$ cat config.mk
export PLATFORM = sky130hd
export DESIGN_NAME = rot_sram_arbiter
export DESIGN_NICKNAME = d
export VERILOG_FILES = /design/src/rot_img_pkg.sv /design/src/rot_sram_arbiter.sv
export SDC_FILE = /design/constraint.sdc
export NUM_CORES = 1
export LEC_CHECK = 0
export BUFFER_PORTS_ARGS = -buffer_cell sky130_fd_sc_hd__buf_2
export CORE_MARGIN = 2
export CORE_UTILIZATION = 24
export CTS_CLUSTER_DIAMETER = 80
export DETAILED_ROUTE_END_ITERATION = 8
export GPL_ROUTABILITY_DRIVEN = 0
export PLACE_DENSITY = 0.89
export SLEW_MARGIN = 5
export SYNTH_ARGS = -nofsm -noshare
export SYNTH_HDL_FRONTEND = slang
export SYNTH_SLANG_ARGS = --single-unit
$ cat constraint.sdc
create_clock -name clk -period 1.1 [get_ports clk]
set_clock_uncertainty 0.15 [all_clocks]
set_input_delay 0.11 -clock clk [delete_from_list [all_inputs] [get_ports clk]]
set_output_delay 0.11 -clock clk [all_outputs]
set_load 0.005 [all_outputs]
$ cat src/rot_img_pkg.sv
package rot_img_pkg;

   typedef enum logic [1:0] {
      DT_NONE        = 2'd0,
      DT_FRAME_START = 2'd1,
      DT_PIXEL       = 2'd2,
      DT_FRAME_END   = 2'd3
   } dtype_e;

   localparam int FRAME_DIM    = 16;
   localparam int FRAME_PIXELS = FRAME_DIM * FRAME_DIM;
   localparam int CENTER       = FRAME_DIM / 2;
   localparam int PIX_WIDTH    = 16;

   // Bank bit on top, then row and column of the pixel
   localparam int SRAM_ADDR_WIDTH = 9;

   typedef struct packed {
      logic                 dv;
      dtype_e               dtype;
      logic [PIX_WIDTH-1:0] data;
   } pix_stream_s;

   typedef struct packed {
      logic                       req;
      logic                       we;
      logic [SRAM_ADDR_WIDTH-1:0] addr;
      logic [PIX_WIDTH-1:0]       wdata;
   } sram_req_s;

endpackage

$ cat src/rot_sram_arbiter.sv
`timescale 1ns/1ps

module rot_sram_arbiter (
   input  logic                              clk,
   input  logic                              arst_n,
   input  rot_img_pkg::sram_req_s            wr_req,
   input  rot_img_pkg::sram_req_s            rd_req,
   output logic                              rd_grant,
   output rot_img_pkg::sram_req_s            mem_req,
   input  logic [rot_img_pkg::PIX_WIDTH-1:0] mem_rdata,
   output logic [rot_img_pkg::PIX_WIDTH-1:0] rdata,
   output logic                              rdata_valid
);

   // Incoming pixels cannot wait, so the writer has the port whenever it asks
   assign rd_grant = rd_req.req && !wr_req.req;
   assign mem_req  = wr_req.req ? wr_req : rd_req;

   always_ff @(posedge clk or negedge arst_n) begin
      if (!arst_n) begin
         rdata_valid <= 1'b0;
      end else begin
         rdata_valid <= rd_grant;
      end
   end

   assign rdata = mem_rdata;

endmodule

==> metrics.md <==
| Metric | Value |
|---|---|
| DRC viols | 0 |
| Worst-path maximum fanout | 11 |
| Worst Setup Start Kind | input port |
| CP arrival | 810 ps |
| Global-route wire length before repair | roughly 2300 um |
| Max stage delay on crit path | around 330 ps |
| RSZ-0062 raised after global routing | no |
| Post-CTS Setup Inserts | 0 |
| Routed Antenna Nets | 0 |
| Die footprint | approximately 0.0028 sq mm |
| Worst slack, placed | -61.19 ps |
| Port bufs | between 80 and 90 |
| Mapped cell area | ~570 sq um |
| CP cell instances | buf_8, buf_12, mux2_2, buf_2 |
| Outcome | complete, no violations |
| Worst VDD drop | about 0.25 mV |
| Hold crit path type | in -> out |
| Syn Inst Count | 48 |
| Rel. slew slack | 91.64% |
| HPWL after DPL | between 1500 and 2000 um |
| Crit path required time | ~840 ps |
| Max FFs per register | 1 |
| Post-route cell area | approximately 940 sq um |
| Largest regs | rdata_valid: 1 flops |
| Layout cells sized above 1 | about 97% |
| Grt ovf | 0 |
| Vias in the first global route | between 500 and 600 |
| Initial Utilization | 25.49% |
| Non-Filler Instances | ~150 |
| I/O pins | between 100 and 150 |
| Path type of the worst setup path | in -> out |
| N_diodes | 0 |
| Gr usage total | a little over a tenth |
| Area Growth Syn to Fin | 65.27% |
| Synth top area share | 47.47% |
| # Max-Cap Violations | 0 |
| Seq/Total Area, Yosys | under 10% |
| Num rows | 17 |
| Final setup violation count | 0 |
| CP max stage cell | mux2_2 |
| CP Buf/Inv Count | 3 |
| Final Critical Period | around 1100 ps |
| Cells after DPL | 143 |
| Synth area leaders | mux2_4 (47%), buf_4 (21%), mux2_2 (16%), buf_12 (7.0%), dfrtp_1 (4.4%) |
| Chip Height | ~53 um |
| First-pass iteration count of the detailed router | 2 |
| Power Total | 0.3981 mW |
| Syn avg cell area | around 12 sq um |
| Largest net degree at the start of global routing | 12 |
| Max Slew Vio Count | 0 |
| NumNets Final | 191 |
| Synth Warn # | 0 |
| Unique masters post-synth | 8 |
| Initial antenna violation count | 0 |
| Pwr/cell area | around 420 mW/mm^2 |
| Post-DP Area | ~890 sq um |
| Final worst-path setup slack | around 32 ps |
| CP top delay family | buffers and inverters |
| DRT Wirelength | ~1700 um |
| WHS | between 70 and 80 ps |
| Flop and latch count out of synthesis | 1 |
| Leakage power | ~0.57 nW |
| Core area | roughly 0.0022 sq mm |
| Vias per cell | 4.276 |
| Chip width | 52.71 um |
| Least-Margin Pin Slew | ~130 ps |
| Synthesized net count | 120 |
| Yosys top cell by area | mux2_4 |
| DR iter-0 viols | 1 |
| Period utilization | between 90 and 100% |
| Via Count | 620 |
| Routed length per instance | about 12 um |
| Final hold vios | 0 |
| Max Fclk | 0.9359 GHz |
| Element type at the critical path end | output pin |
| Largest register by flop count | rdata_valid |
[placed cells by master, fill, tap and decap left out]
| cell | synthesis | final |
|---|---|---|
| buf_2 | 0 | 83 |
| mux2_4 | 18 | 18 |
| mux2_2 | 8 | 8 |
| buf_12 | 2 | 2 |
| nor2b_1 | 1 | 1 |
| or2_2 | 1 | 1 |
| buf_16 | 0 | 1 |
| dlygate4sd3_1 | 0 | 1 |
| buf_8 | 0 | 1 |
| dfrtp_1 | 1 | 1 |
[cell usage after synthesis]
cell / count
buf_4: 16
mux2_4: 18
dfrtp_1: 1
buf_12: 2
nor2b_1: 1
mux2_2: 8
buf_6: 1
or2_2: 1
[metrics by stage]
stage,utilization [%],setup TNS (ps)
2_1_floorplan,-,0
3_3_place_gp,40.00,-311.6
3_5_place_dp,40.00,-521.8
4_1_cts,41.96,0
5_1_grt,42.13,0
6_report,42.13,0
[per-layer routing]
metal | up-vias | global-route usage, % | part of all wire (%)
met4 | 0 | 2.991 | 2.1
met3 | 8 | 2.571 | 19
met5 | - | 0 | 0
met2 | 60 | 23.75 | 52
li1 | 289 | - | -
met1 | 263 | 8.923 | 27
[logic make-up after synthesis]
family        synth area share, %
simple gates                2.199
flops                       4.395
buf+inv                     30.11
mux                         63.30
[path summary, 6_finish.rpt]
path,end,startpoint,depth (start not counted)
max in group asynchronous,rdata_valid$_DFF_PN0_,arst_n,2
max,mem_req[4],wr_req[26],4
min in group asynchronous,rdata_valid$_DFF_PN0_,arst_n,2
min,rdata[11],mem_rdata[11],0
[power by group]
part           total, mW  leakage [nW]  switching [mW]  internal (mW)
logic              0.358         0.554           0.110          0.248
clock network          0             0               0              0
registers         0.0398        0.0129        0.000525         0.0393
[area by class of cell]
| cell class | count | area, sq um |
|---|---|---|
| well taps | 28 | 35.03 |
| multi-input cells | 28 | 372.9 |
| flip-flops and latches | 1 | 25.02 |
| repair buffers | 88 | 508.0 |
| fillers | 232 | 1292 |
[what timing repair did]
action	CTS	global route
resized for setup	3	1
cloned	1	0
pin swaps	0	0
hold buffers	1	0
endpoints found under the hold margin	1	0
setup endpoints to repair	18	2
(Power assumes the default switching activity.)
