### config.mk
export PLATFORM = sky130hd
export DESIGN_NAME = rot_regs
export DESIGN_NICKNAME = d
export VERILOG_FILES = /design/src/rot_cfg_pkg.sv /design/src/rot_regs.sv
export SDC_FILE = /design/constraint.sdc
export NUM_CORES = 1
export LEC_CHECK = 0
export BUFFER_PORTS_ARGS = -buffer_cell sky130_fd_sc_hd__clkbuf_2
export CORE_MARGIN = 4
export CORE_UTILIZATION = 42
export CTS_BUF_LIST = sky130_fd_sc_hd__clkbuf_2
export DETAILED_ROUTE_END_ITERATION = 10
export PLACE_DENSITY_LB_ADDON = 0.08
export SYNTH_ARGS = -nofsm -noshare
export SYNTH_HDL_FRONTEND = slang
export SYNTH_SLANG_ARGS = --single-unit
### constraint.sdc
create_clock -name clk -period 1.7 [get_ports clk]
set_input_delay 0.17 -clock clk [delete_from_list [all_inputs] [get_ports clk]]
set_output_delay 0.17 -clock clk [all_outputs]
set_load 0.01 [all_outputs]
### src/rot_cfg_pkg.sv
package rot_cfg_pkg;

   // Terminal address of the rotate block on the di bus
   localparam logic [15:0] TERM_ROTATE = 16'h0040;

   localparam logic [31:0] REG_CTRL   = 32'd0;
   localparam logic [31:0] REG_ANGLE  = 32'd1;
   localparam logic [31:0] REG_STATUS = 32'd2;

   // Sine and cosine are signed Q1.8, so 256 stands for 1.0
   localparam int ANGLE_WIDTH = 10;
   localparam int ANGLE_FRAC  = 8;
   localparam logic signed [ANGLE_WIDTH-1:0] ANGLE_ONE = 10'sd256;

   typedef struct packed {
      logic [30:0] rsvd;
      logic        enable;
   } ctrl_view_s;

   typedef struct packed {
      logic [5:0]                    rsvd_hi;
      logic signed [ANGLE_WIDTH-1:0] cos_theta;
      logic [5:0]                    rsvd_lo;
      logic signed [ANGLE_WIDTH-1:0] sin_theta;
   } angle_view_s;

   // One register word, read either as the control view or the angle view
   typedef union packed {
      ctrl_view_s  ctrl;
      angle_view_s angle;
   } rot_reg_word_u;

endpackage
### src/rot_regs.sv
`timescale 1ns/1ps

module rot_regs (
   input  logic                                    clk,
   input  logic                                    arst_n,
   input  logic [15:0]                             di_term_addr,
   input  logic [31:0]                             di_reg_addr,
   input  logic                                    di_write,
   input  logic [31:0]                             di_reg_datai,
   input  logic                                    frame_out_done,
   output logic [31:0]                             di_reg_datao,
   output logic                                    di_read_rdy,
   output logic                                    di_write_rdy,
   output logic [15:0]                             di_transfer_status,
   output logic                                    di_en,
   output logic                                    enable,
   output logic signed [rot_cfg_pkg::ANGLE_WIDTH-1:0] sin_theta,
   output logic signed [rot_cfg_pkg::ANGLE_WIDTH-1:0] cos_theta
);

   rot_cfg_pkg::rot_reg_word_u wr_word;
   rot_cfg_pkg::rot_reg_word_u rd_word;
   logic                       term_hit;
   logic [31:0]                frame_count;

   assign term_hit = (di_term_addr == rot_cfg_pkg::TERM_ROTATE);
   assign wr_word  = di_reg_datai;

   always_ff @(posedge clk or negedge arst_n) begin
      if (!arst_n) begin
         enable    <= 1'b0;
         sin_theta <= '0;
         cos_theta <= rot_cfg_pkg::ANGLE_ONE;
      end else if (di_write && term_hit) begin
         if (di_reg_addr == rot_cfg_pkg::REG_CTRL) begin
            enable <= wr_word.ctrl.enable;
         end else if (di_reg_addr == rot_cfg_pkg::REG_ANGLE) begin
            sin_theta <= wr_word.angle.sin_theta;
            cos_theta <= wr_word.angle.cos_theta;
         end
      end
   end

   // Counts rotated frames that have left the block
   always_ff @(posedge clk or negedge arst_n) begin
      if (!arst_n) begin
         frame_count <= '0;
      end else if (frame_out_done) begin
         frame_count <= frame_count + 32'd1;
      end
   end

   always_comb begin
      rd_word = '0;
      case (di_reg_addr)
         rot_cfg_pkg::REG_CTRL: begin
            rd_word.ctrl.enable = enable;
         end
         rot_cfg_pkg::REG_ANGLE: begin
            rd_word.angle.sin_theta = sin_theta;
            rd_word.angle.cos_theta = cos_theta;
         end
         rot_cfg_pkg::REG_STATUS: begin
            rd_word = frame_count;
         end
         default: begin
            rd_word = '0;
         end
      endcase
   end

   assign di_reg_datao       = term_hit ? rd_word : 32'd0;
   assign di_read_rdy        = 1'b1;
   assign di_write_rdy       = 1'b1;
   assign di_transfer_status = {15'd0, !term_hit};
   assign di_en              = term_hit;

endmodule

==> flow_summary.yaml, run 1 <==
floorplanning:
  rows: 30
  ios: 156
  initial_core_util: 0.436
  core_region_area_sq_um: 6830
  die_x_um: 92.2
  dieArea_sq_um: 8490
  die_h_um: 92.2
global_routing:
  track_usage: 0.186
  grt_max_degree: 54
  grt_pass1_wl_um: 13000
  grt_antenna_before_repair: 0
  overflow: 0
  grt_pass1_vias: 2758
synth:
  async_flop_share: 1.00
  synthDistinctLibCells: 35
  yosysSeqAreaShare: 0.446
  synthFlopType: "dfrtp_1"
  postSynthAreaPerCell_sq_um: 10.2
  synth_warnings: 0
  syn_area_sq_um: 2980
  synth_edf_count: 0
  ys_ff_latch: 53
  synth_cells: 293
placed_design:
  place_area_sq_um: 4060
  dp.final_hpwl_um: 5860
  place.gp.congestion: 0.754
  pre_cts_ws_ns: -0.467
  port_buffers: 126
sta:
  drv_slew: 0
  layout_min_cycle_time_ns: 1.97
  finalHoldViolations: 0
  skew_ns: 0.0329
  period_share: 1.16
  rsz0062_at_grt: "true"
  worst_slack_ns: -0.268
  fmax_mhz: 508
  setup_viol: 32
clocking:
  cts_tree: "yes"
  cts_buffers: 5
  root_buffer: "clkbuf_2"
  clock-sinks: 53
  clock_path_buffers: 2
  htree_levels: 2
  clkTransAtPathRegs_ns: 0.21
  worstSkewPairLatency_ns: 0.42
hold_path:
  hold_depth: 4
  hp-class: "in -> reg"
finish:
  design_area_sq_um: 4550
  diodes: 0
  fill_cells: 596
  post_route_cells_drive_above_1_share: 0.534
  area_delta_synth_final_pct: 52.9
  nNetsFinal: 556
critical_path:
  crit_required_ns: 1.53
  reg2reg_depth: 5
  worstPathMaxFanout: 20
  path_cells: "clkbuf_2, nor4_4, nand4_1, or4_4, buf_6, nor2_2, clkbuf_2"
  arrival_ns: 1.80
  cp-start-kind: "input pin"
  crit_top_cell: "clkbuf_2"
  cp-end-kind: "output port"
  worst-path-stages: 7
  cp_num_buf_inv: 3
  cp_top_family: "simple AND/OR/NAND/NOR gates"
  cp_slowest_stage_delay_ns: 0.60
  crit_slowest_cell: "or4_4"
  crit_type: "in -> out"
power:
  vdd_drop_max_uv: 457
  power_density_nw_per_um2: 542
  p_leak_nw: 2.23
job:
  drv_cap: 0
drt:
  drc_errors: 0
  first_pass_iters: 4
  vias: 2758
  vias_per_cell: 4.86
  wl_per_cell_um: 14.0
  drt_iter0_drc: 73
  ant_nets: 0
  routed_wl_um: 7960
status:
  status: "finished, violations left"
  failed_checks: "setup timing"
==> repair_timing <==
| action | CTS | global route |
|---|---|---|
| hold endpoints to repair | 75 | 0 |
| hold buffers | 22 | 0 |
| buffers inserted | 0 | 3 |
| endpoints found under the setup margin | 37 | 49 |
| cloned | 0 | 1 |
| gates resized for setup | 7 | 34 |
| pin swaps | 1 | 10 |
==> path summary, 6_finish.rpt <==
check	start	to	slack, ns
max reg2reg	frame_count[13]	frame_count[24]	0.06
min reg2reg	frame_count[24]	frame_count[24]	0.53
max in group asynchronous	arst_n	cos_theta[8]	1.18
min	di_write	enable	0.20
max	di_reg_addr[28]	di_reg_datao[19]	-0.27
min in group asynchronous	arst_n	cos_theta[7]	0.23
==> flip-flops by register name, summed over array words and instances (netlist names) <==
register     flops
enable           1
frame_count     32
cos_theta       10
sin_theta       10
==> routing by layer <==
| layer | up-vias | part of all wire | GRT usage |
|---|---|---|---|
| li1 | 1350 | - | - |
| met1 | 1305 | 0.40 | 0.244 |
| met2 | 96 | 0.52 | 0.320 |
| met3 | 7 | 0.067 | 0.0394 |
| met4 | 0 | 0.010 | 0.0334 |
| met5 | - | 0 | 0 |
==> area by class of cell <==
class / count / area, sq um / share of cell area
multi-input combinational: 206 / 1760 / 0.386
tap: 96 / 120 / 0.0264
sequential: 53 / 1330 / 0.292
timing repair buffer: 188 / 1240 / 0.274
clock inverter: 1 / 3.75 / 0.000825
clock buffer: 7 / 35.0 / 0.00770
inverter: 17 / 63.8 / 0.0140
==> kinds of logic (layout without fill, tap and decap cells) <==
| group | Yosys count | in the layout | synth area share |
|---|---|---|---|
| flops | 53 | 53 | 0.446 |
| xor+xnor | 31 | 31 | 0.0913 |
| simple gates | 114 | 114 | 0.227 |
| other cells | 2 | 17 | 0.00252 |
| compound gates | 20 | 20 | 0.0496 |
| buf+inv | 49 | 213 | 0.0925 |
| mux | 23 | 23 | 0.0866 |
| fa+ha+maj | 1 | 1 | 0.00420 |
==> worst register-to-register path: stages (launching register included) <==
cell and delay, ns:
dfrtp_1 0.41, inv_1 0.06, or4_4 0.54, buf_6 0.18
nor4_2 0.24, xor2_1 0.16
==> per-stage QoR <==
step           TNS (ns)  hold WS [ns]  total power [mW]  cells   util
4_1_cts           -6.52         0.168              2.48    564  0.638
2_1_floorplan   -0.0974        -0.126              1.67    308      -
6_report          -7.42         0.202              2.47    568  0.666
3_3_place_gp     -16.87         0.190              1.94    534  0.595
5_1_grt          -10.49         0.153              2.63    568  0.666
3_5_place_dp     -18.76         0.197              1.96    534  0.595
==> report_power, final <==
group	internal (mW)	total, mW	switching, mW
clock	0.110	0.476	0.366
sequential	1.34	1.40	0.0571
combinational	0.319	0.592	0.272
total	1.77	2.47	0.695
==> cell usage after synthesis, types with 2 or more instances <==
| master | n | area (sq um) |
|---|---|---|
| nand2_1 | 12 | 45.0 |
| buf_2 | 4 | 20.0 |
| nor2b_1 | 2 | 12.5 |
| and3_1 | 3 | 18.8 |
| nor4_2 | 4 | 50.1 |
| inv_1 | 17 | 63.8 |
| nor4_1 | 16 | 100 |
| a22oi_1 | 19 | 143 |
| nor2_1 | 30 | 113 |
| mux2_2 | 18 | 203 |
| nor3_2 | 10 | 100 |
| nand4_1 | 13 | 81.3 |
| mux2_1 | 4 | 45.0 |
| nand3_1 | 6 | 30.0 |
| buf_4 | 17 | 128 |
| clkbuf_1 | 7 | 26.3 |
| and4_1 | 2 | 17.5 |
| dfrtp_1 | 52 | 1300 |
| nor3_1 | 8 | 40.0 |
| buf_6 | 3 | 33.8 |
| conb_1 | 2 | 7.51 |
| or4_1 | 2 | 15.0 |
| xnor2_1 | 22 | 193 |
| xor2_1 | 9 | 78.8 |
==> layout by cell type (no fill, tap or decap), types with 4 or more instances in the layout <==
cell           Yosys  final
clkbuf_2           0    118
dfrtp_1           52     52
buf_4             17     33
xnor2_1           22     22
dlygate4sd3_1      0     22
nor2_2             0     20
a22oi_1           19     19
mux2_2            18     18
inv_1             17     17
conb_1             2     17
nand4_1           13     13
nand2_1           12     12
buf_2              4     12
nor3_4             0     11
nor2_1            30     10
nor4_2             4      9
xor2_1             9      9
nor4_4             0      8
nor3_1             8      5
buf_6              3      5
mux2_1             4      4
buf_12             0      4
(Power assumes the default switching activity.)
==> inputs of run 2 (changes only) <==
clock period = 1.8 ns   (was 1.7 ns; I/O delays follow)
==> flow_summary.yaml, run 2 (synthesized netlist as in run 1, its figures left out) <==
sta:
  skew_ns: 0.0252
  holdWs_ns: 0.184
  layout_min_cycle_time_ns: 1.96
  fmax_mhz: 511
  setup_viol: 32
  drv_slew: 0
  period_share: 1.09
  finalHoldViolations: 0
  worst_slack_ns: -0.158
  tns_ns: -4.00
  rsz0062_at_grt: "true"
drt:
  routed_wl_um: 8280
  drc_errors: 0
  wl_per_cell_um: 14.7
  first_pass_iters: 4
  drt_iter0_drc: 75
  vias: 2727
  vias_per_cell: 4.83
  ant_nets: 0
finish:
  largest_reg_flops: 32
  final_common_cell: "clkbuf_2"
  fin_util: 0.655
  layout_common_cells: "clkbuf_2 (116), dfrtp_1 (52), buf_4 (30), xnor2_1 (22), dlygate4sd3_1 (22)"
  area_delta_synth_final_pct: 50.5
  design_area_sq_um: 4480
  post_route_cells_drive_above_1_share: 0.516
  nNetsFinal: 553
  top_regs: "frame_count (32), cos_theta (10), sin_theta (10)"
  diodes: 0
  regMostFlops: "frame_count"
  stdcell_count: 565
global_routing:
  overflow: 0
  grt_antenna_before_repair: 0
  track_usage: 0.192
  grt_max_degree: 21
  grt_pass1_vias: 2822
  grt_pass1_wl_um: 13300
critical_path:
  cp-start-kind: "input pin"
  reg2reg_depth: 6
  worstPathMaxFanout: 20
  crit_type: "in -> out"
  arrival_ns: 1.78
  reg2reg_to: "frame_count[22]"
  cp-end-kind: "output port"
  crit_required_ns: 1.62
  rrSetupSlack_ns: 0.17
  r2r_start: "frame_count[0]"
placed_design:
  port_buffers: 126
  place_area_sq_um: 3940
  dp.cells: 527
  dp.final_hpwl_um: 6000
  place.gp.congestion: 0.775
  pre_cts_ws_ns: -0.362
floorplanning:
  core_region_area_sq_um: 6830
  ios: 156
  die_h_um: 92.2
  die_x_um: 92.2
  dieArea_sq_um: 8490
  rows: 30
  initial_core_util: 0.436
power:
  power_mw: 2.28
  vdd_drop_max_uv: 329
  power_density_nw_per_um2: 510
  p_leak_nw: 2.19
clocking:
  cts_tree: "yes"
  htree_levels: 2
  worstSkewPairLatency_ns: 0.42
  clock_path_buffers: 2
  clkTransAtPathRegs_ns: 0.24
  clock-sinks: 53
  root_buffer: "clkbuf_2"
  cts_buffers: 5
job:
  drv_cap: 0
status:
  status: "finished, violations left"
  failed_checks: "setup timing"
hold_path:
  hp-class: "in -> async"
==> run 2: cell types whose count changed in the layout (fill, tap and decap cells not counted), sizes merged <==
cell and delta:
buf -5, clkinv +2
==> run 2: worst max-delay path by stage <==
stage | start | to | slack, ns | depth (start not counted)
after floorplan | di_term_addr[9] | di_reg_datao[11] | 0.006 | 6
after global placement | di_reg_addr[21] | di_reg_datao[18] | -0.35 | 7
after detailed placement | di_reg_addr[20] | di_reg_datao[16] | -0.36 | 7
after CTS | di_reg_addr[21] | di_reg_datao[11] | -0.15 | 7
after global routing | di_reg_addr[27] | di_reg_datao[11] | -0.26 | 7
final | di_reg_addr[27] | di_reg_datao[19] | -0.16 | 7
==> run 2: worst max-delay path, cell delays in order <==
cell and delay, ns:
buf_6 0.10, nor4_4 0.25, nand4_1 0.14, or4_4 0.60
buf_6 0.22, nor2_2 0.13, clkbuf_2 0.14
==> run 2: cell type report <==
cell class | count | area [sq um]
clock buffer | 5 | 25.0
clock inverter | 3 | 12.5
fill | 593 | 2350
inverter | 17 | 63.8
multi-input combinational | 206 | 1700
sequential | 53 | 1330
tap | 96 | 120
timing repair buffer | 185 | 1230
==> run 2: where the power goes <==
part / leakage (nW) / switching [mW] / internal [mW]
clock network: 0.0278 / 0.360 / 0.0854
logic: 1.49 / 0.234 / 0.269
registers: 0.673 / 0.0678 / 1.27
==> run 2: what timing repair did <==
action,4_1_cts,5_1_grt
pin swaps,1,7
cloned,0,3
hold buffers,22,0
gates resized for setup,10,32
endpoints found under the setup margin,33,63
endpoints found under the hold margin,38,0
buffers inserted,5,1
==> run 2: routing by layer <==
layer	track usage	up-vias	routed length, um
li1	-	1345	-
met1	0.239	1260	3380
met2	0.341	113	4150
met3	0.0418	9	630
met4	0.0446	0	123
met5	0	-	0
==> inputs of run 3 (changes only) <==
SKIP_LAST_GASP = 1   (was default)
==> flow_summary.yaml, run 3 (synthesized netlist as in run 1, its figures left out) <==
status:
  status: "finished, violations left"
  failed_checks: "setup timing"
power:
  p_leak_nw: 2.19
  p_int_mw: 1.62
  vdd_drop_max_uv: 330
  switching_share: 0.290
  clock_power_share: 0.195
  power_mw: 2.29
  combinationalPowerShare: 0.220
  power_density_nw_per_um2: 511
  seqPwrFrac: 0.584
  p_switching_mw: 0.664
clocking:
  clock_path_buffers: 2
  worstSkewPairLatency_ns: 0.43
  cts_tree: "yes"
  root_buffer: "clkbuf_2"
  cts_buffers: 5
  htree_levels: 2
  clkTransAtPathRegs_ns: 0.24
  clock-sinks: 53
critical_path:
  cp-end-kind: "output port"
  crit_type: "in -> out"
  worstPathMaxFanout: 20
  endpoint: "di_reg_datao[19]"
  startpoint: "di_reg_addr[6]"
  arrival_ns: 1.79
  reg2reg_depth: 6
  r2r_start: "frame_count[0]"
  rrSetupSlack_ns: 0.16
  crit_required_ns: 1.62
  reg2reg_to: "frame_count[22]"
  cp-start-kind: "input pin"
global_routing:
  track_usage: 0.191
  grt_pass1_wl_um: 13200
  grt_antenna_before_repair: 0
  grt_pass1_vias: 2827
  overflow: 0
  grt_max_degree: 21
floorplanning:
  initial_core_util: 0.436
  die_h_um: 92.2
  dieArea_sq_um: 8490
  ios: 156
  core_region_area_sq_um: 6830
  die_x_um: 92.2
  rows: 30
finish:
  diodes: 0
  largest_reg_flops: 32
  regMostFlops: "frame_count"
  top_regs: "frame_count (32), cos_theta (10), sin_theta (10)"
  post_route_cells_drive_above_1_share: 0.516
  nNetsFinal: 553
  fill_cells: 594
  layout_common_cells: "clkbuf_2 (117), dfrtp_1 (52), buf_4 (30), xnor2_1 (22), dlygate4sd3_1 (22)"
  final_common_cell: "clkbuf_2"
  area_delta_synth_final_pct: 50.5
sta:
  fmax_mhz: 507
  setup_viol: 32
  finalHoldViolations: 0
  tns_ns: -4.60
  layout_min_cycle_time_ns: 1.97
  drv_slew: 0
  worst_slack_ns: -0.173
  period_share: 1.10
  skew_ns: 0.0276
  rsz0062_at_grt: "true"
placed_design:
  place.gp.congestion: 0.775
  port_buffers: 126
  dp.final_hpwl_um: 6000
drt:
  vias: 2736
  routed_wl_um: 8340
  wl_per_cell_um: 14.8
  drc_errors: 0
  ant_nets: 0
  drt_iter0_drc: 76
  first_pass_iters: 4
  vias_per_cell: 4.84
hold_path:
  hp-class: "in -> async"
job:
  drv_cap: 0
run 3: per-stage QoR:
step                hold WS [ns]  setup slack [ns]  instance area (sq um)  utilization  instances
floorplan                 -0.116           0.00566                   3160            -        308
global placement           0.130            -0.351                   3940        0.577        527
detailed placement         0.134            -0.362                   3940        0.577        527
CTS                        0.163            -0.151                   4280        0.626        562
global route               0.140            -0.244                   4480        0.655        565
finish                     0.188            -0.173                   4480        0.655        565
run 3: how the worst min path moves through the flow:
stage	start	to	slack, ns	cells past startpoint
floorplan	arst_n	cos_theta[0]	-0.12	0
global placement	arst_n	sin_theta[4]	0.13	1
detailed placement	arst_n	sin_theta[4]	0.13	1
CTS	di_write	enable	0.16	4
global route	di_write	enable	0.14	4
finish	arst_n	sin_theta[4]	0.19	2
run 3: what timing repair did:
item / CTS / global route
pin swaps: 1 / 5
hold buffers: 22 / 0
setup endpoints to repair: 33 / 63
buffers inserted: 5 / 1
endpoints found under the hold margin: 38 / 0
resized for setup: 8 / 33
cloned: 0 / 3
run 3: power by group through the flow:
stage	sequential (mW)	combinational [mW]	clock (mW)
4_1_cts	1.34	0.486	0.473
6_report	1.34	0.504	0.447
2_1_floorplan	1.36	0.210	0
3_5_place_dp	1.36	0.422	0
5_1_grt	1.35	0.557	0.530
3_3_place_gp	1.36	0.414	0
run 3: final cells by class:
class,instances,area [sq um],share of cell area
clock buffer,5,25.0,0.00559
clock inverter,3,12.5,0.00279
inverter,17,63.8,0.0142
multi-input combinational,206,1700,0.379
sequential,53,1330,0.296
tap,96,120,0.0268
timing repair buffer,185,1230,0.275
run 3: routing by layer:
layer / GRT usage / share of wire
met5: 0 / 0
met4: 0.0396 / 0.017
met3: 0.0410 / 0.074
met2: 0.341 / 0.49
met1: 0.236 / 0.41
run 3: worst max-delay path, stage by stage:
cell and delay [ns]:
clkbuf_2 0.09, nor4_2 0.27, nand4_1 0.15, or4_4 0.60, buf_6 0.22, nor2_2 0.13
clkbuf_2 0.14
