<file path="src/rot_img_pkg.sv">
package rot_img_pkg;

   typedef enum logic [1:0] {
      DT_NONE        = 2'd0,
      DT_FRAME_START = 2'd1,
      DT_PIXEL       = 2'd2,
      DT_FRAME_END   = 2'd3
   } dtype_e;

   localparam int FRAME_DIM    = 16;
   localparam int FRAME_PIXELS = FRAME_DIM * FRAME_DIM;
   localparam int CENTER       = FRAME_DIM / 2;
   localparam int PIX_WIDTH    = 16;

   // Bank bit on top, then row and column of the pixel
   localparam int SRAM_ADDR_WIDTH = 9;

   typedef struct packed {
      logic                 dv;
      dtype_e               dtype;
      logic [PIX_WIDTH-1:0] data;
   } pix_stream_s;

   typedef struct packed {
      logic                       req;
      logic                       we;
      logic [SRAM_ADDR_WIDTH-1:0] addr;
      logic [PIX_WIDTH-1:0]       wdata;
   } sram_req_s;

endpackage

</file>
<file path="src/rot_frame_writer.sv">
`timescale 1ns/1ps

module rot_frame_writer (
   input  logic                     clk,
   input  logic                     arst_n,
   input  rot_img_pkg::pix_stream_s stream_in,
   output rot_img_pkg::sram_req_s   wr_req,
   output logic                     frame_done,
   output logic                     frame_bank
);

   logic [rot_img_pkg::SRAM_ADDR_WIDTH-2:0] pix_cnt;
   logic                                    bank;
   logic                                    is_pixel;

   assign is_pixel = stream_in.dv && (stream_in.dtype == rot_img_pkg::DT_PIXEL);

   // Pixels go straight to the memory port, the writer always wins arbitration
   always_comb begin
      wr_req.req   = is_pixel;
      wr_req.we    = 1'b1;
      wr_req.addr  = {bank, pix_cnt};
      wr_req.wdata = stream_in.data;
   end

   always_ff @(posedge clk or negedge arst_n) begin
      if (!arst_n) begin
         pix_cnt    <= '0;
         bank       <= 1'b0;
         frame_done <= 1'b0;
         frame_bank <= 1'b0;
      end else begin
         frame_done <= 1'b0;
         if (stream_in.dv) begin
            case (stream_in.dtype)
               rot_img_pkg::DT_FRAME_START: begin
                  pix_cnt <= '0;
               end
               rot_img_pkg::DT_PIXEL: begin
                  pix_cnt <= pix_cnt + 1'b1;
               end
               rot_img_pkg::DT_FRAME_END: begin
                  frame_done <= 1'b1;
                  frame_bank <= bank;
                  bank       <= !bank;
               end
               default: begin
                  pix_cnt <= pix_cnt;
               end
            endcase
         end
      end
   end

endmodule

</file>
<file path="config.mk">
export PLATFORM = sky130hd
export DESIGN_NAME = rot_frame_writer
export DESIGN_NICKNAME = d
export VERILOG_FILES = /design/src/rot_img_pkg.sv /design/src/rot_frame_writer.sv
export SDC_FILE = /design/constraint.sdc
export NUM_CORES = 1
export LEC_CHECK = 0
export ABC_CLOCK_PERIOD_IN_PS = 1300
export BUFFER_PORTS_ARGS = -buffer_cell sky130_fd_sc_hd__buf_2
export CORE_ASPECT_RATIO = 0.9
export CORE_MARGIN = 8
export CORE_UTILIZATION = 36
export DETAILED_ROUTE_END_ITERATION = 16
export PLACE_DENSITY = 0.74
export SLEW_MARGIN = 10
export SYNTH_ARGS = -nofsm -noshare
export SYNTH_HDL_FRONTEND = slang
export SYNTH_SLANG_ARGS = --single-unit
</file>
<file path="constraint.sdc">
create_clock -name clk -period 1.3 [get_ports clk]
set_clock_uncertainty 0.05 [all_clocks]
set_input_delay 0.065 -clock clk [delete_from_list [all_inputs] [get_ports clk]]
set_output_delay 0.065 -clock clk [all_outputs]
set_load 0.03 [all_outputs]
</file>
==> results of run 1 <==
## sequential cells by signal (all words and copies together), names as in the netlist
| signal | cells |
|---|---|
| frame_bank | 1 |
| bank | 1 |
| frame_done | 1 |
| pix_cnt | 8 |
## cell type report
class,count,area [um2]
Fill cell,193,1060
Timing Repair Buffer,27,165
Tap cell,25,31.3
Sequential cell,11,282
Inverter,3,11.3
Multi-Input combinational cell,39,320
Clock buffer,4,26.3
## layer usage
metal,part of all wire [%],wire length (um)
met5,0,0
met1,43,610
met3,10,145
met2,47,667
met4,0.42,6
## through the flow
| stage | total power, mW | hold WS, ns | utilization [%] | cells | setup WS [ns] |
|---|---|---|---|---|---|
| floorplan | 0.770 | -0.281 | - | 73 | -0.0852 |
| global placement | 0.762 | -0.109 | 40.5 | 103 | -0.113 |
| detailed placement | 0.767 | -0.0991 | 40.5 | 103 | -0.191 |
| CTS | 1.01 | 0.0802 | 42.6 | 108 | -0.0163 |
| global route | 1.07 | 0.0800 | 44.1 | 109 | -0.0465 |
| finish | 0.999 | 0.0800 | 44.1 | 109 | -0.00441 |
## worst max-delay path, delay by kind of cell (launching register included)
kind                       cells  cell delay [ns]
DFF                            1             0.43
adders and majority gates      1             0.17
and+or+nand+nor                2             0.47
AOI/OAI and AO/OA              1             0.13
## worst max path at each step
stage	from	slack (ns)	to
floorplan	pix_cnt[1]$_DFFE_PN0P_	-0.09	pix_cnt[6]$_DFFE_PN0P_
global placement	stream_in[16]	-0.11	pix_cnt[7]$_DFFE_PN0P_
detailed placement	stream_in[16]	-0.19	pix_cnt[7]$_DFFE_PN0P_
CTS	pix_cnt[1]$_DFFE_PN0P_	-0.02	pix_cnt[6]$_DFFE_PN0P_
global route	pix_cnt[0]$_DFFE_PN0P_	-0.05	pix_cnt[6]$_DFFE_PN0P_
finish	pix_cnt[1]$_DFFE_PN0P_	-0.004	pix_cnt[6]$_DFFE_PN0P_
## power groups by stage
stage / clock [mW] / sequential, mW / combinational [mW]
finish: 0.229 / 0.446 / 0.324
global route: 0.261 / 0.453 / 0.353
CTS: 0.245 / 0.443 / 0.321
detailed placement: 0 / 0.450 / 0.318
global placement: 0 / 0.447 / 0.315
floorplan: 0 / 0.520 / 0.250
## repair_timing
action | CTS | global route
buffers inserted | 0 | 1
hold buffers | 1 | 0
hold endpoints to repair | 11 | 0
setup endpoints to repair | 2 | 5
pin swaps | 1 | 2
resized for setup | 1 | 5
## synth_stat cells
master / n
or3_1: 1
nand4_2: 1
conb_1: 1
o31ai_1: 3
nor2_1: 1
inv_1: 3
o21ai_0: 3
a22o_1: 1
ha_1: 3
buf_6: 1
nand3b_1: 1
mux2i_1: 1
nand3_1: 3
a22o_2: 1
xnor2_1: 1
nand2b_1: 2
or4_1: 3
mux2_2: 2
and2_1: 1
nor3b_1: 1
buf_4: 19
dfrtp_1: 11
nand2_1: 5
a21oi_1: 4
## cells by family (layout without fill, tap and decap cells)
| kind of cell | count (synthesis) | count (layout) | share of synthesized area (%) |
|---|---|---|---|
| fa+ha+maj | 3 | 3 | 5.27 |
| flops | 11 | 11 | 38.7 |
| xor+xnor | 1 | 1 | 1.23 |
| simple gates | 19 | 19 | 15.8 |
| mux | 3 | 3 | 4.57 |
| compound gates | 12 | 12 | 10.7 |
| buf+inv | 23 | 34 | 23.2 |
| other cells | 1 | 1 | 0.527 |
==> impl_metrics.ini, run 1 <==
[floorplan]
io_pins = 50
initial_core_util_pct = 37.6
die_w_um = 62.9
die_h_um = 58.2
fp-row-count = 15
coreArea_um2 = 1900
dieArea_um2 = 3660

[drt]
ant_nets = 0
drc_errors = 0
drt_iter0_drc = 13
vias = 548
routedWlPerCell_um = 13.1
viasPerCell = 5.03
drt_wl_total_um = 1430
drt-pass1-iter-count = 4

[layout]
finalNetCount = 109
drive_above_1_share_pct = 53.6
final_common_cell = buf_2
layout_common_cells = 16 x buf_2, 10 x buf_4, 6 x dfrtp_1
finish.instance_area_um2 = 836
area_growth_pct = 17.4
diodes = 0

[hold_path]
worstHoldEndpoint = wr_req[12]
hold_path_class = in2out
hold-path-cell-count = 0
hold_start = stream_in[12]

[worst_setup_path]
worstReg2RegStart = pix_cnt[1]$_DFFE_PN0P_
critPathMaxStageDelay_ns = 0.43
r2r_slack_ns = -0.004
crit_chain = ha_4 > nand3_4 > or4_1 > a21oi_1
worstPathArrival_ns = 1.44
rr_worst_depth = 4
r2r-end = pix_cnt[6]$_DFFE_PN0P_
path_class = reg2reg
critPathLaunchType = flop
required_ns = 1.44
end_kind = flop
crit_path_top_delay_cell = dfrtp_2
worstPathMaxFanout = 4

[global_routing]
grt_max_degree = 12
top_usage_layer = met2
grt_pass1_vias = 531
grt_util_met2_pct = 12.7
use_met3_pct = 4.62
gr-total-overflow = 0
grt_usage_pct = 7.99
grt_pass1_wl_um = 2380
grtUsageMet1_pct = 8.23
antenna_found_initial = 0

[run_status]
violations = setup timing
status = finished, violations left

[clock_tree]
cts_num_sinks = 11
path_clk_slew_ns = 0.07
htree_levels = 1
cts_tree = done
clock_latency_ns = 0.26
numCtsBuffers = 3
cts_root_buf = clkbuf_4
clockBufferDepth = 2

[place]
detailed_place.area_um2 = 768
gp_congestion = 0.841
hpwl_um = 1100
portBuffers = 16

[timing]
setup_ws_ns = -0.00441
fmax_mhz = 767
rsz0062_at_grt = yes
period_needed_ns = 1.30
drv_slew = 0
finalCritPeriodShare_pct = 100
setup_viol = 1
tns_ns = -0.00441
hold_viol = 0

[logic_synthesis]
syn_inst = 73
yosysUniqueCellTypes = 24
synthesis.area_um2 = 712
synth_top_cell_area_share_pct = 38.7
ys_seq_area_share_pct = 38.7
yosysWarnings = 0
ys_seq_elements = 11
synth.area.top_cells = dfrtp_1 39%, buf_4 20%, ha_1 5.3%
synth_fp_nets = 97
yosys.area.top_type = dfrtp_1
synth.avg_cell_area_um2 = 9.75

[power]
combPwrFrac_pct = 32.5
p_clk_share_pct = 22.9
power-per-cell-area_nw_per_um2 = 1200
switching_share_pct = 35.6
power_switching_mw = 0.356
power.internal_mw = 0.643
seqPwrFrac_pct = 44.6
p_leak_nw = 0.399
irDropWorstVdd_mv = 0.597

[job]
cap_violations = 0
(Power assumes the default switching activity.)
==> run 2, diff against run 1 <==
--- a/config.mk
+++ b/config.mk
@@ -7,7 +7,7 @@
 export LEC_CHECK = 0
 export ABC_CLOCK_PERIOD_IN_PS = 1300
 export BUFFER_PORTS_ARGS = -buffer_cell sky130_fd_sc_hd__buf_2
-export CORE_ASPECT_RATIO = 0.9
+export CORE_ASPECT_RATIO = 0.75
 export CORE_MARGIN = 8
 export CORE_UTILIZATION = 36
 export DETAILED_ROUTE_END_ITERATION = 16
==> run 2 against run 1 <==
  * The run still ends with setup timing left
  * Combinational power is 6.2% higher
  * Clock power about the same
  * Worst hold slack about the same
  * Sequential share of layout area is 0.98 points lower
  * Global-route usage up 0.56 points
  * Flip-flop and latch count unchanged
  * First-iteration DRC count increased by 54%
  * Clock-buffer cell count is the same
  * Total power up 2.1%
  * Final cell count is 2.8% higher
  * Critical endpoint unchanged
  * Largest power group unchanged
  * Highest routed layer unchanged
==> impl_metrics.ini, run 2 (synthesized netlist as in run 1, its figures left out) <==
[run_status]
status = finished, violations left
violations = setup timing

[global_routing]
grtUsageMet1_pct = 9.45
grt_max_degree = 12
grt_util_met2_pct = 13.5
antenna_found_initial = 0
grt_usage_pct = 8.55
gr-total-overflow = 0
top_usage_layer = met2
grt_pass1_wl_um = 2350
grt_pass1_vias = 523
use_met3_pct = 5.32

[drt]
drt_wl_total_um = 1500
drt-pass1-iter-count = 4
vias = 529
ant_nets = 0
drt_iter0_drc = 20
routedWlPerCell_um = 13.4
drc_errors = 0
viasPerCell = 4.72

[place]
gp_congestion = 0.782
pre_cts_slack_ns = -0.132
hpwl_um = 1140
portBuffers = 16
place_inst = 106

[worst_setup_path]
worstPathMaxFanout = 4
r2r_slack_ns = -0.02
path_buf_inv = 0
crit_path_top_delay_cell = or4_4
cp_top_family = simple AND/OR/NAND/NOR gates
critPathMaxStageDelay_ns = 0.42
r2r-end = pix_cnt[6]$_DFFE_PN0P_
crit_chain = ha_4 > nand3_4 > or4_4 > a21oi_2
required_ns = 1.45
worstReg2RegStart = pix_cnt[0]$_DFFE_PN0P_
path_class = reg2reg
end_kind = flop
rr_worst_depth = 4
critPathLaunchType = flop
worstPathArrival_ns = 1.47

[clock_tree]
clockBufferDepth = 2
cts_root_buf = clkbuf_4
cts_tree = done
path_clk_slew_ns = 0.07
numCtsBuffers = 3
cts_num_sinks = 11
clock_latency_ns = 0.26
htree_levels = 1

[floorplan]
io_pins = 50
coreArea_um2 = 1940
die_h_um = 54.5
dieArea_um2 = 3670
fp-row-count = 14
die_w_um = 67.4
initial_core_util_pct = 36.6

[power]
irDropWorstVdd_mv = 0.761
p_leak_nw = 0.420
power-per-cell-area_nw_per_um2 = 1180

[layout]
drive_above_1_share_pct = 54.5
layout.cells.non_filler = 112
largest_reg_flops = 8
layout_common_cells = 16 x buf_2, 14 x buf_4, 6 x dfrtp_1
fill_cells = 187
finalNetCount = 113
final_core_util_pct = 44.3
final_common_cell = buf_2
top_register = pix_cnt
area_growth_pct = 20.9
diodes = 0

[hold_path]
hold_start = stream_in[0]
hold_path_class = in2out
worstHoldEndpoint = wr_req[0]
hold-path-cell-count = 0

[timing]
fmax_mhz = 756
hold_viol = 0
drv_slew = 0
period_needed_ns = 1.32
final.hold.worst_slack_ns = 0.0800
tns_ns = -0.0223
rsz0062_at_grt = yes
setup_viol = 1
setup_ws_ns = -0.0223
finalCritPeriodShare_pct = 102

[job]
cap_violations = 0
==> run 2: cell types whose count changed in the layout (fill, tap and decap cells not counted), sizes merged <==
cell	previous run	this run
buf	26	30
==> run 2: per-stage QoR <==
| stage | area, um2 | total power, mW |
|---|---|---|
| 2_1_floorplan | 743 | 0.770 |
| 3_3_place_gp | 797 | 0.778 |
| 3_5_place_dp | 797 | 0.786 |
| 4_1_cts | 833 | 1.02 |
| 5_1_grt | 861 | 1.08 |
| 6_report | 861 | 1.02 |
==> run 2: per-layer routing <==
layer / up-vias / routed length (um)
li1: 262 / -
met1: 242 / 648
met2: 17 / 655
met3: 8 / 172
met4: 0 / 19
met5: - / 0
==> run 2: worst max path at each step <==
stage | cells after the start | from | endpoint | slack [ns]
finish | 4 | pix_cnt[0]$_DFFE_PN0P_ | pix_cnt[6]$_DFFE_PN0P_ | -0.02
global route | 4 | pix_cnt[0]$_DFFE_PN0P_ | pix_cnt[6]$_DFFE_PN0P_ | -0.08
CTS | 4 | pix_cnt[1]$_DFFE_PN0P_ | pix_cnt[6]$_DFFE_PN0P_ | -0.03
detailed placement | 6 | stream_in[16] | pix_cnt[6]$_DFFE_PN0P_ | -0.13
global placement | 6 | stream_in[16] | pix_cnt[7]$_DFFE_PN0P_ | -0.11
floorplan | 4 | pix_cnt[1]$_DFFE_PN0P_ | pix_cnt[6]$_DFFE_PN0P_ | -0.09
==> run 2: layout make-up <==
class	count	area (um2)	area share [%]
multi-input combinational	39	317	36.8
sequential	11	282	32.7
timing repair buffer	31	195	22.7
tap	24	30.0	3.49
clock buffer	4	26.3	3.05
inverter	3	11.3	1.31
==> run 2: repair_timing <==
action                                 CTS  global route
endpoints found under the hold margin   11             0
buffers inserted                         0             1
gates resized for setup                  0             4
hold buffers                             1             0
setup endpoints to repair                2             3
pin swaps                                0             4
==> run 2: where the power goes <==
part | internal, mW | switching (mW)
clock | 0.119 | 0.113
sequential | 0.396 | 0.0486
combinational | 0.142 | 0.202
==> run 3, diff against run 2 <==
--- a/config.mk
+++ b/config.mk
@@ -11,6 +11,7 @@
 export CORE_MARGIN = 8
 export CORE_UTILIZATION = 36
 export DETAILED_ROUTE_END_ITERATION = 16
+export GPL_TIMING_DRIVEN = 0
 export PLACE_DENSITY = 0.74
 export SLEW_MARGIN = 10
 export SYNTH_ARGS = -nofsm -noshare
==> run 3 against run 2 <==
  * The flow still finishes with violations (setup timing)
  * Combinational power rose by 45%
  * Clock-buffer cell count unchanged
  * Cell area increased by 24%
  * Critical path depth stayed put
  * Die area stayed put
  * Final cell count is 28% higher
  * Worst hold slack improved by 0.0022 ns
  * Register-to-register slack about the same
  * Setup slack worse by 0.00088 ns
  * Critical endpoint is now pix_cnt[3]$_DFFE_PN0P_
==> impl_metrics.ini, run 3 (synthesized netlist as in run 1, its figures left out) <==
[place]
portBuffers = 32
hpwl_um = 1430
gp_congestion = 0.740
place_inst = 129
pre_cts_slack_ns = -0.146
detailed_place.area_um2 = 933

[clock_tree]
path_clk_slew_ns = 0.07
clockBufferDepth = 2
clock_latency_ns = 0.28
cts_tree = done
numCtsBuffers = 3
htree_levels = 1
cts_root_buf = clkbuf_4
cts_num_sinks = 11

[drt]
vias = 675
route.layer.met1.wl_um = 737
drt-pass1-iter-count = 2
dr_wl_met2_um = 879
drt_wl_total_um = 1940
ant_nets = 0
drc_errors = 0
routed.top_layer = met4
routedWlPerCell_um = 13.5
drt_iter0_drc = 36
wl_met3_um = 310
viasPerCell = 4.72

[power]
combPwrFrac_pct = 42.1
p_clk_share_pct = 19.9
power_switching_mw = 0.452
switching_share_pct = 38.1
p_leak_nw = 0.565
irDropWorstVdd_mv = 0.907
power-per-cell-area_nw_per_um2 = 1110
seqPwrFrac_pct = 37.9
power.total_mw = 1.19
power.internal_mw = 0.735

[layout]
final_common_cell = buf_2
diodes = 0
top_register = pix_cnt
final_core_util_pct = 55.0
finish.instance_area_um2 = 1070
finalNetCount = 144
layout.cells.non_filler = 143
area_growth_pct = 50.3
layout_common_cells = 32 x buf_2, 28 x buf_4, 6 x dfrtp_1
largest_reg_flops = 8
drive_above_1_share_pct = 66.4

[timing]
rsz0062_at_grt = yes
tns_ns = -0.0401
setup_viol = 2
fmax_mhz = 756
hold_viol = 0
finalCritPeriodShare_pct = 102
setup_ws_ns = -0.0232
final.hold.worst_slack_ns = 0.0822
drv_slew = 0
period_needed_ns = 1.32

[worst_setup_path]
rr_worst_depth = 4
worstReg2RegStart = pix_cnt[1]$_DFFE_PN0P_
worstPathArrival_ns = 1.43
crit_path_top_delay_cell = dfrtp_2
path_class = reg2reg
required_ns = 1.41
critPathLaunchType = flop
r2r-end = pix_cnt[3]$_DFFE_PN0P_
critPathMaxStageDelay_ns = 0.45
r2r_slack_ns = -0.02
crit_chain = buf_4 > nand3_2 > mux2_4 > a22o_1
end_kind = flop
worstPathMaxFanout = 4

[floorplan]
initial_core_util_pct = 36.6
fp-row-count = 14
io_pins = 50
dieArea_um2 = 3670
die_w_um = 67.4
coreArea_um2 = 1940
die_h_um = 54.5

[global_routing]
grt_max_degree = 12
antenna_found_initial = 0
grt_pass1_vias = 662
grt_pass1_wl_um = 2810
grt_usage_pct = 10.1
gr-total-overflow = 0

[run_status]
status = finished, violations left
violations = setup timing

[hold_path]
hold_path_class = in2reg
hold-path-cell-count = 3
worstHoldEndpoint = frame_done$_DFF_PN0_
hold_start = stream_in[18]

[job]
cap_violations = 0
run 3: timing repair:
action                     4_1_cts  5_1_grt
hold endpoints to repair        11        0
setup endpoints to repair        2        5
pin swaps                        1        2
setup buffers                    4        5
gates resized for setup          0        6
hold buffers                     1        0
run 3: power groups by stage:
stage | logic, mW | registers (mW) | clock network, mW
floorplan | 0.250 | 0.520 | 0
global placement | 0.424 | 0.457 | 0
detailed placement | 0.429 | 0.458 | 0
CTS | 0.451 | 0.448 | 0.242
global route | 0.541 | 0.457 | 0.258
finish | 0.500 | 0.450 | 0.237
run 3: routing by layer:
metal	vias to the layer above	GRT usage [%]
li1	326	-
met3	2	7.16
met1	306	10.0
met5	-	0
met2	41	16.6
met4	0	3.46
run 3: final cells by class:
class | count | area, um2
plain buffers | 20 | 154
repair buffers | 42 | 238
fillers | 166 | 875
multi-input cells | 39 | 329
inverters | 3 | 11.3
flip-flops and latches | 11 | 282
clock buffers | 4 | 26.3
well taps | 24 | 30.0
run 3: worst max path at each step:
stage | from | end | slack, ns | depth (start not counted)
after detailed placement | stream_in[16] | pix_cnt[7]$_DFFE_PN0P_ | -0.15 | 6
after floorplan | pix_cnt[1]$_DFFE_PN0P_ | pix_cnt[6]$_DFFE_PN0P_ | -0.09 | 4
after CTS | pix_cnt[2]$_DFFE_PN0P_ | pix_cnt[7]$_DFFE_PN0P_ | -0.03 | 3
final | pix_cnt[1]$_DFFE_PN0P_ | pix_cnt[3]$_DFFE_PN0P_ | -0.02 | 4
after global routing | pix_cnt[1]$_DFFE_PN0P_ | pix_cnt[6]$_DFFE_PN0P_ | -0.05 | 4
after global placement | stream_in[16] | pix_cnt[7]$_DFFE_PN0P_ | -0.13 | 6
run 3: worst max-delay path, delay by kind of cell, from the launching register on:
family / cells / cell delay (ns)
flip-flops: 1 / 0.45
AND/OR/NAND/NOR: 1 / 0.07
multiplexers: 1 / 0.30
buffers and inverters: 1 / 0.16
AO/OA/AOI/OAI: 1 / 0.17
